File: src/design/cad_pkg.sv
// CNN engine shared definitions
// Array sizes, data widths, element types and job mode encoding
package cad_pkg;

  // --------------------------------------------------
  // Sizes and widths
  // --------------------------------------------------
  localparam int IMG_SIZE   = 8;
  localparam int K_SIZE     = 5;
  localparam int PAD        = 4;
  localparam int CONV_OUT   = 4;
  localparam int DECONV_OUT = 12;
  localparam int PIX_W      = 8;
  localparam int ACC_W      = 20;

  // Image bytes first, kernel bytes after
  localparam int LOAD_LEN   = IMG_SIZE * IMG_SIZE + K_SIZE * K_SIZE;

  // Job FSM state codes
  localparam logic [1:0] ST_IDLE  = 2'd0;
  localparam logic [1:0] ST_WAIT  = 2'd1;
  localparam logic [1:0] ST_ISSUE = 2'd2;

  // --------------------------------------------------
  // Types
  // --------------------------------------------------
  typedef logic signed [PIX_W-1:0] pix_t;
  typedef logic signed [ACC_W-1:0] acc_t;

  // Covers -4 .. 11 in the padded frame
  typedef logic signed [4:0] coord_t;
  typedef logic [2:0] krow_t;

  // Five elements of one image or kernel row
  typedef pix_t [K_SIZE-1:0] pix_vec_t;

  typedef enum logic {
    MODE_CONV_POOL = 1'b0,
    MODE_DECONV    = 1'b1
  } mode_e;

endpackage

File: src/design/cad_if.sv
// CNN engine internal links
// tap_if carries fetch requests from the job FSM to the store,
// operand_if carries fetched rows from the store to the MAC
`timescale 1ns/1ps

interface tap_if import cad_pkg::*; ();
  logic   valid;
  coord_t row;
  coord_t col;
  krow_t  krow;
  logic   flip;
  logic   first_row;
  logic   last_row;
  logic   first_win;
  logic   last_win;

  modport ctrl (output valid, row, col, krow, flip, first_row, last_row, first_win, last_win);
  modport store (input valid, row, col, krow, flip, first_row, last_row, first_win, last_win);
endinterface

interface operand_if import cad_pkg::*; ();
  logic     valid;
  pix_vec_t img;
  pix_vec_t ker;
  logic     first_row;
  logic     last_row;
  logic     first_win;
  logic     last_win;

  modport store (output valid, img, ker, first_row, last_row, first_win, last_win);
  modport mac (input valid, img, ker, first_row, last_row, first_win, last_win);
endinterface

File: src/design/cad_ctrl.sv
// CNN engine job controller
// Walks output positions, pooling windows and kernel rows and issues
// one tap per cycle; each result group starts only when the MAC is idle
`timescale 1ns/1ps

module cad_ctrl import cad_pkg::*; (
  input  logic  clk,
  input  logic  rst_n,
  input  logic  in_valid2,
  input  mode_e mode,
  input  logic  idle,
  tap_if.ctrl   tap
);

  logic [1:0] state;
  mode_e      mode_q;
  logic [3:0] orow;
  logic [3:0] ocol;
  logic       win_r;
  logic       win_c;
  krow_t      kcnt;
  logic       last_win;
  logic [3:0] out_max;

  // Transposed mode has a single window per group
  assign last_win = (mode_q == MODE_DECONV) || (win_r && win_c);
  assign out_max  = (mode_q == MODE_DECONV) ? 4'(DECONV_OUT - 1) : 4'(CONV_OUT / 2 - 1);

  // --------------------------------------------------
  // Tap generation
  // --------------------------------------------------
  always_comb
  begin
    tap.valid     = (state == ST_ISSUE);
    tap.first_row = (kcnt == 0);
    tap.last_row  = (kcnt == K_SIZE - 1);
    tap.first_win = (mode_q == MODE_DECONV) || (!win_r && !win_c);
    tap.last_win  = last_win;
    if (mode_q == MODE_DECONV)
    begin
      // Kernel rotated 180, image shifted into the padded frame
      tap.row  = coord_t'(orow + kcnt - PAD);
      tap.col  = coord_t'(ocol - PAD);
      tap.krow = krow_t'(K_SIZE - 1 - kcnt);
      tap.flip = 1'b1;
    end
    else
    begin
      tap.row  = coord_t'(2 * orow + win_r + kcnt);
      tap.col  = coord_t'(2 * ocol + win_c);
      tap.krow = kcnt;
      tap.flip = 1'b0;
    end
  end

  // --------------------------------------------------
  // Job FSM and counters
  // --------------------------------------------------
  always_ff @(posedge clk or negedge rst_n)
  begin
    if (!rst_n)
    begin
      state  <= ST_IDLE;
      mode_q <= MODE_CONV_POOL;
      orow   <= '0;
      ocol   <= '0;
      win_r  <= 1'b0;
      win_c  <= 1'b0;
      kcnt   <= '0;
    end
    else
    begin
      case (state)
        ST_IDLE:
        begin
          if (in_valid2)
          begin
            mode_q <= mode;
            orow   <= '0;
            ocol   <= '0;
            win_r  <= 1'b0;
            win_c  <= 1'b0;
            kcnt   <= '0;
            state  <= ST_WAIT;
          end
        end
        ST_WAIT:
        begin
          if (idle)
            state <= ST_ISSUE;
        end
        ST_ISSUE:
        begin
          if (kcnt == K_SIZE - 1)
          begin
            kcnt <= '0;
            if (!last_win)
            begin
              // Window order (0,0) (0,1) (1,0) (1,1)
              win_c <= !win_c;
              if (win_c)
                win_r <= 1'b1;
            end
            else
            begin
              win_r <= 1'b0;
              win_c <= 1'b0;
              state <= ST_WAIT;
              if (ocol == out_max)
              begin
                ocol <= '0;
                if (orow == out_max)
                begin
                  orow  <= '0;
                  state <= ST_IDLE;
                end
                else
                  orow <= orow + 1'b1;
              end
              else
                ocol <= ocol + 1'b1;
            end
          end
          else
            kcnt <= kcnt + 1'b1;
        end
        default: state <= ST_IDLE;
      endcase
    end
  end

endmodule

File: src/design/cad_mac.sv
// CNN engine multiply-accumulate stage
// Five products per tap, row accumulation into a convolution sum,
// running max over a pooling group and req/ack result hand-off
`timescale 1ns/1ps

module cad_mac import cad_pkg::*; (
  input  logic    clk,
  input  logic    rst_n,
  operand_if.mac  opnd,
  output logic    idle,
  output logic    req,
  input  logic    ack,
  output acc_t    result
);

  acc_t prod [K_SIZE];
  acc_t prod_sum;
  acc_t prod_q;
  logic prod_vld;
  logic first_row_q;
  logic last_row_q;
  logic first_win_q;
  logic last_win_q;
  acc_t acc_q;
  acc_t sum_now;
  acc_t max_q;
  acc_t max_now;
  logic busy;
  logic ack_wait;

  always_comb
  begin
    prod_sum = '0;
    for (int j = 0; j < K_SIZE; j++)
    begin
      prod[j]  = pix_t'(opnd.img[j]) * pix_t'(opnd.ker[j]);
      prod_sum = prod_sum + prod[j];
    end
  end

  // Sum closes on the last_row product
  assign sum_now = first_row_q ? prod_q : acc_q + prod_q;
  assign max_now = (first_win_q || sum_now > max_q) ? sum_now : max_q;

  assign idle = !(busy || opnd.valid);

  always_ff @(posedge clk or negedge rst_n)
  begin
    if (!rst_n)
    begin
      prod_vld    <= 1'b0;
      first_row_q <= 1'b0;
      last_row_q  <= 1'b0;
      first_win_q <= 1'b0;
      last_win_q  <= 1'b0;
    end
    else
    begin
      prod_vld    <= opnd.valid;
      first_row_q <= opnd.first_row;
      last_row_q  <= opnd.last_row;
      first_win_q <= opnd.first_win;
      last_win_q  <= opnd.last_win;
    end
  end

  always_ff @(posedge clk)
  begin
    if (opnd.valid)
      prod_q <= prod_sum;
    if (prod_vld)
      acc_q <= sum_now;
    if (prod_vld && last_row_q)
      max_q <= max_now;
    if (prod_vld && last_row_q && last_win_q)
      result <= max_now;
  end

  // --------------------------------------------------
  // Four-phase hand-off
  // --------------------------------------------------
  always_ff @(posedge clk or negedge rst_n)
  begin
    if (!rst_n)
    begin
      busy     <= 1'b0;
      req      <= 1'b0;
      ack_wait <= 1'b0;
    end
    else
    begin
      if (opnd.valid)
        busy <= 1'b1;
      if (prod_vld && last_row_q && last_win_q)
        req <= 1'b1;
      else if (req && ack)
      begin
        req      <= 1'b0;
        ack_wait <= 1'b1;
      end
      else if (ack_wait && !ack)
      begin
        ack_wait <= 1'b0;
        busy     <= 1'b0;
      end
    end
  end

endmodule

File: src/design/cad_serializer.sv
// CNN engine output serializer
// Takes one result per handshake and sends it LSB first, one bit per cycle
`timescale 1ns/1ps

module cad_serializer import cad_pkg::*; (
  input  logic clk,
  input  logic rst_n,
  input  logic req,
  output logic ack,
  input  acc_t result,
  output logic out_valid,
  output logic out_value
);

  logic       busy;
  logic [4:0] bit_cnt;
  acc_t       shift_q;

  always_ff @(posedge clk or negedge rst_n)
  begin
    if (!rst_n)
    begin
      ack       <= 1'b0;
      busy      <= 1'b0;
      bit_cnt   <= '0;
      out_valid <= 1'b0;
      out_value <= 1'b0;
    end
    else
    begin
      // Capture only between runs
      if (!busy && req && !ack)
      begin
        ack     <= 1'b1;
        busy    <= 1'b1;
        bit_cnt <= '0;
      end
      else if (ack && !req)
        ack <= 1'b0;

      out_valid <= busy;
      out_value <= busy ? shift_q[0] : 1'b0;
      if (busy)
      begin
        bit_cnt <= bit_cnt + 1'b1;
        if (bit_cnt == ACC_W - 1)
          busy <= 1'b0;
      end
    end
  end

  always_ff @(posedge clk)
  begin
    if (!busy && req && !ack)
      shift_q <= result;
    else if (busy)
      shift_q <= shift_q >> 1;
  end

endmodule

File: src/design/cad_store.sv
// CNN engine data store
// Holds the loaded image and kernel and fetches one padded image row
// segment and one kernel row per tap
`timescale 1ns/1ps

module cad_store import cad_pkg::*; (
  input  logic       clk,
  input  logic       rst_n,
  input  logic       in_valid,
  input  pix_t       matrix,
  tap_if.store       tap,
  operand_if.store   opnd
);

  pix_t              img_mem [IMG_SIZE][IMG_SIZE];
  pix_t              ker_mem [K_SIZE*K_SIZE];
  logic [6:0]        ld_cnt;
  logic              row_ok;
  logic signed [5:0] col_j [K_SIZE];
  logic [K_SIZE-1:0] col_ok;
  pix_vec_t          img_row;
  pix_vec_t          ker_row;

  // --------------------------------------------------
  // Load path
  // --------------------------------------------------
  always_ff @(posedge clk or negedge rst_n)
  begin
    if (!rst_n)
      ld_cnt <= '0;
    else if (!in_valid)
      ld_cnt <= '0;
    else if (ld_cnt < LOAD_LEN)
      ld_cnt <= ld_cnt + 1'b1;
  end

  // Row-major image, then row-major kernel
  always_ff @(posedge clk)
  begin
    if (in_valid && ld_cnt < IMG_SIZE * IMG_SIZE)
      img_mem[ld_cnt[5:3]][ld_cnt[2:0]] <= matrix;
    else if (in_valid && ld_cnt < LOAD_LEN)
      ker_mem[5'(ld_cnt - IMG_SIZE * IMG_SIZE)] <= matrix;
  end

  // --------------------------------------------------
  // Windowed fetch
  // --------------------------------------------------
  always_comb
  begin
    row_ok = (tap.row >= 0) && (tap.row < IMG_SIZE);
    for (int j = 0; j < K_SIZE; j++)
    begin
      col_j[j]  = 6'(tap.col + j);
      col_ok[j] = (col_j[j] >= 0) && (col_j[j] < IMG_SIZE);
      // Zero outside the 8x8 image
      img_row[j] = (row_ok && col_ok[j]) ? img_mem[tap.row[2:0]][col_j[j][2:0]] : '0;
      ker_row[j] = tap.flip ? ker_mem[tap.krow * K_SIZE + K_SIZE - 1 - j]
                            : ker_mem[tap.krow * K_SIZE + j];
    end
  end

  always_ff @(posedge clk or negedge rst_n)
  begin
    if (!rst_n)
    begin
      opnd.valid     <= 1'b0;
      opnd.first_row <= 1'b0;
      opnd.last_row  <= 1'b0;
      opnd.first_win <= 1'b0;
      opnd.last_win  <= 1'b0;
    end
    else
    begin
      opnd.valid     <= tap.valid;
      opnd.first_row <= tap.first_row;
      opnd.last_row  <= tap.last_row;
      opnd.first_win <= tap.first_win;
      opnd.last_win  <= tap.last_win;
    end
  end

  always_ff @(posedge clk)
  begin
    if (tap.valid)
    begin
      opnd.img <= img_row;
      opnd.ker <= ker_row;
    end
  end

endmodule

File: src/design/cad_top.sv
// CNN engine top level
// Loads an 8x8 image and 5x5 kernel, runs conv with max pooling or
// transposed conv, and streams 20-bit results bit-serially
`timescale 1ns/1ps

module cad_top import cad_pkg::*; (
  input  logic             clk,
  input  logic             rst_n,
  input  logic             in_valid,
  input  logic [PIX_W-1:0] matrix,
  input  logic             in_valid2,
  input  logic             mode,
  output logic             out_valid,
  output logic             out_value
);

  logic idle;
  logic req;
  logic ack;
  acc_t result;

  tap_if     tap ();
  operand_if opnd ();

  cad_ctrl u_ctrl (
    .clk       (clk),
    .rst_n     (rst_n),
    .in_valid2 (in_valid2),
    .mode      (mode_e'(mode)),
    .idle      (idle),
    .tap       (tap.ctrl)
  );

  cad_store u_store (
    .clk      (clk),
    .rst_n    (rst_n),
    .in_valid (in_valid),
    .matrix   (pix_t'(matrix)),
    .tap      (tap.store),
    .opnd     (opnd.store)
  );

  cad_mac u_mac (
    .clk    (clk),
    .rst_n  (rst_n),
    .opnd   (opnd.mac),
    .idle   (idle),
    .req    (req),
    .ack    (ack),
    .result (result)
  );

  cad_serializer u_ser (
    .clk       (clk),
    .rst_n     (rst_n),
    .req       (req),
    .ack       (ack),
    .result    (result),
    .out_valid (out_valid),
    .out_value (out_value)
  );

endmodule

File: config.mk
export PLATFORM = sky130hd
export DESIGN_NAME = cad_top
export DESIGN_NICKNAME = d
export VERILOG_FILES = /design/src/design/cad_pkg.sv /design/src/design/cad_if.sv /design/src/design/cad_ctrl.sv /design/src/design/cad_mac.sv /design/src/design/cad_serializer.sv /design/src/design/cad_store.sv /design/src/design/cad_top.sv
export SDC_FILE = /design/constraint.sdc
export NUM_CORES = 2
export LEC_CHECK = 0
export ABC_AREA = 1
export BUFFER_PORTS_ARGS = -buffer_cell sky130_fd_sc_hd__buf_2
export CORE_MARGIN = 2
export CORE_UTILIZATION = 40
export DETAILED_ROUTE_END_ITERATION = 6
export PLACE_DENSITY = 0.55
export SLEW_MARGIN = 25
export SYNTH_ARGS = -nofsm -noshare
export SYNTH_HDL_FRONTEND = slang
export SYNTH_HIERARCHICAL = 1
export SYNTH_SLANG_ARGS = --single-unit
File: constraint.sdc
create_clock -name clk -period 25.3 [get_ports clk]
set_clock_uncertainty 0.05 [all_clocks]
set_input_delay 1.265 -clock clk [delete_from_list [all_inputs] [get_ports clk]]
set_output_delay 1.265 -clock clk [all_outputs]
set_load 0.01 [all_outputs]
==> metrics.md <==
| Metric | Value |
|---|---|
| Run status | completed |
| Die Y | 404 µm |
| Hold Violations, Final | 0 |
| Hpwl dp | 142,000 µm |
| Post-cts resize count | 0 |
| Yosys Warn Count | 6 |
| Placed instance area | approximately 66,000 µm² |
| Clock root buffer | clkbuf_16 |
| Slew at the pin closest to its max-slew limit | 1.08 ns |
| Synthesized flop and latch total | 937 |
| TritonCTS clock tree | yes |
| Final setup vio count | 0 |
| First-pass GRT wire length | 296,000 µm |
| DRC marker count from the first detailed-route iteration | 4,821 |
| Worst-skew pair later-pin latency | just under 0.8 ns |
| DR vias | about 50,000 |
| CP max stage delay | 0.59 ns |
| Final net count | about 8,000 |
| Syn Area/Cell | 8.50 µm² |
| Final Wtd Congestion | between 0.9 and 1 |
| Critical Path Source Type | flip-flop |
| Slew margin rel. | between 20% and 30% |
| Maximum clock rate | 0.0999 GHz |
| Required @ worst endpoint | ~26 ns |
| Post-CTS setup buffers | 0 |
| Design Area, Final | just under 70,000 µm² |
| DR WL/cell | 20.6 µm |
| Most used cell, CP | inv_1 |
| Routed wire length | 196,000 µm |
| Min-Delay Path Class | reg2reg |
| Crit-path slowest cell | fa_1 |
| DRT Pass-1 Iters | 6 |
| Clock buffer depth | 3 |
| Vias/cell | 5.17 |
| Largest cells by area after synthesis | edfxtp_1 (42%), nand2_1 (13%), fa_1 (12%), inv_1 (7.5%), nand3_1 (7.1%) |
| Critical Path Start | u_store/opnd.img[15] |
| Ports | 15 |
| Max cap viols | 0 |
| Ys async rst share | 4.80% |
| DRT antenna net count | 0 |
| R2r endpoint | u_mac/prod_q[19] |
| Final worst path period need | roughly 10 ns |
| Reg2reg setup slack | ~15 ns |
| CTS clock-pin slew for the worst setup and hold paths | approximately 0.06 ns |
| CP Capture Point | u_mac/prod_q[19] |
| Slew Limit Fails | 0 |
| Final setup TNS | 0 ns |
| H-tree depth | 3 |
| DRC errors left | 0 |
| Crit Reg-Reg Startpoint | u_store/opnd.img[15] |
| Cell area after synthesis | roughly 64,000 µm² |
| Area leader, netlist | edfxtp_1 |
| Layout area overhead | 8.28% |
| Total track usage | about a quarter |
| Share of cells above drive strength 1 | 4.63% |
| Area fraction of the dominant cell type after synthesis | 41.8% |
| Hold buffer count at cts | 0 |
| Finished Core Util | a little over two fifths |
| Initial Util | between 40 and 50% |
| Sequential area share after synthesis | between 40% and 50% |
| Crit path capture type | flip-flop |
| Synth cell types | 54 |
| Total clock sinks | 937 |
| Die area | roughly 160,000 µm² |
| Net count after synthesis | 8,166 |
| Worst Path Max Fanout | 8 |
| # rows | 146 |
| IO Port Bufs | 14 |
| Vias in the first global route | 46,800 |
| Final worst path period share | 39.6% |
| Cells after Synth | 7,546 |
| Largest net degree at the start of global routing | 103 |
| CTS Buf Count | 105 |
| WHS | a little under 0.3 ns |
| Arrival time worst endpoint | 10.41 ns |
| Unrepaired setup endpoints after global routing | no |
| EDFF count, synth | just under 900 |
| Hold Path Stages | 0 |
| Overflow after GRT | 0 |
| Reg2Reg Depth | 35 |
| CORE AREA | approximately 160,000 µm² |
| Prevailing post-synth register cell | edfxtp_1 |
| Class of the most critical setup path | reg2reg |
| Die Wd | 404 µm |
| Initial antenna violation count | 7 |
through the flow:
| stage | worst slack (ns) | cells |
|---|---|---|
| after CTS | 15.22 | 9525 |
| final | 15.29 | 9529 |
| after global routing | 14.68 | 9527 |
| after global placement | 15.34 | 9328 |
| after floorplan | 16.04 | 7546 |
| after detailed placement | 15.23 | 9328 |
synth_stat cells, drive strengths merged, types with 6 or more instances:
master / count
and2: 9
clkbuf: 195
xor2: 56
edfxtp: 892
a31oi: 7
dfrtp: 45
nand3: 911
a21oi: 179
buf: 165
nand2: 2159
ha: 233
nand4: 27
xnor2: 35
o21ai: 356
fa: 374
o211ai: 47
mux2i: 6
o21bai: 11
inv: 1307
or2: 37
nor3: 19
nor2: 444
state kept, by name (all words and copies together) (netlist names), 7 cells and up:
register and cells:
u_mac/acc_q 20, u_mac/max_q 20, u_mac/prod_q 20, u_mac/result 20, u_ser/shift_q 20, u_store/img_mem 512
u_store/ker_mem 200, u_store/ld_cnt 7, u_store/opnd.img 40, u_store/opnd.ker 40
cell usage in the layout (no fill, tap or decap), drive strengths merged, types with 128 or more instances in the layout:
cell,Yosys,final
nand3,911,911
o21ai,356,356
nand2,2159,2159
ha,233,233
nor2,444,444
inv,1307,1310
clkbuf,195,128
a21oi,179,179
fa,374,374
edfxtp,892,892
metal layers:
| layer | routed length [µm] | share of wire [%] | track usage (%) |
|---|---|---|---|
| met5 | 34 | 0.017 | 0 |
| met4 | 5680 | 2.9 | 7.18 |
| met3 | 13000 | 6.6 | 3.41 |
| met1 | 89700 | 46 | 34.7 |
| met2 | 87700 | 45 | 37.0 |
worst min-delay path by stage:
stage,to,slack [ns],startpoint
global route,u_mac/last_win_q,0.31,u_store/opnd.last_win
floorplan,u_mac/first_row_q,0.28,u_store/opnd.first_row
CTS,u_mac/last_row_q,0.30,u_store/opnd.last_row
detailed placement,u_mac/last_row_q,0.29,u_store/opnd.last_row
finish,u_mac/last_win_q,0.30,u_store/opnd.last_win
global placement,u_mac/last_win_q,0.29,u_store/opnd.last_win
critical path: cells and delay by family (launching register included):
| family | cells | cell delay (ns) |
|---|---|---|
| fa+ha+maj | 13 | 6.39 |
| buf+inv | 12 | 0.92 |
| compound gates | 1 | 0.23 |
| simple gates | 8 | 1.59 |
| xor+xnor | 1 | 0.06 |
| flops | 1 | 0.51 |
layout make-up:
cell class              count  area (µm²)
diodes                      3        7.51
clock buffers             128        2760
clock inverters            69         876
fillers                 15400       89300
inverters                1312        4930
multi-input cells        4937       29800
flip-flops and latches    937       27900
well taps                2072        2590
repair buffers             71         538
kinds of logic (layout without fill, tap and decap cells):
logic type | count (synthesis) | count (layout) | share of synthesized area [%]
buf+inv | 1672 | 1580 | 10.1
simple gates | 3608 | 3608 | 23.4
compound gates | 624 | 624 | 5.31
xor+xnor | 91 | 91 | 1.28
fa+ha+maj | 607 | 607 | 16.2
flops | 937 | 937 | 43.5
other cells | 0 | 3 | 0
mux | 7 | 7 | 0.111
Power is left out: the tool's default activity adds up to more than one toggle a clock period on the data nets, which glitch-free logic cannot reach.
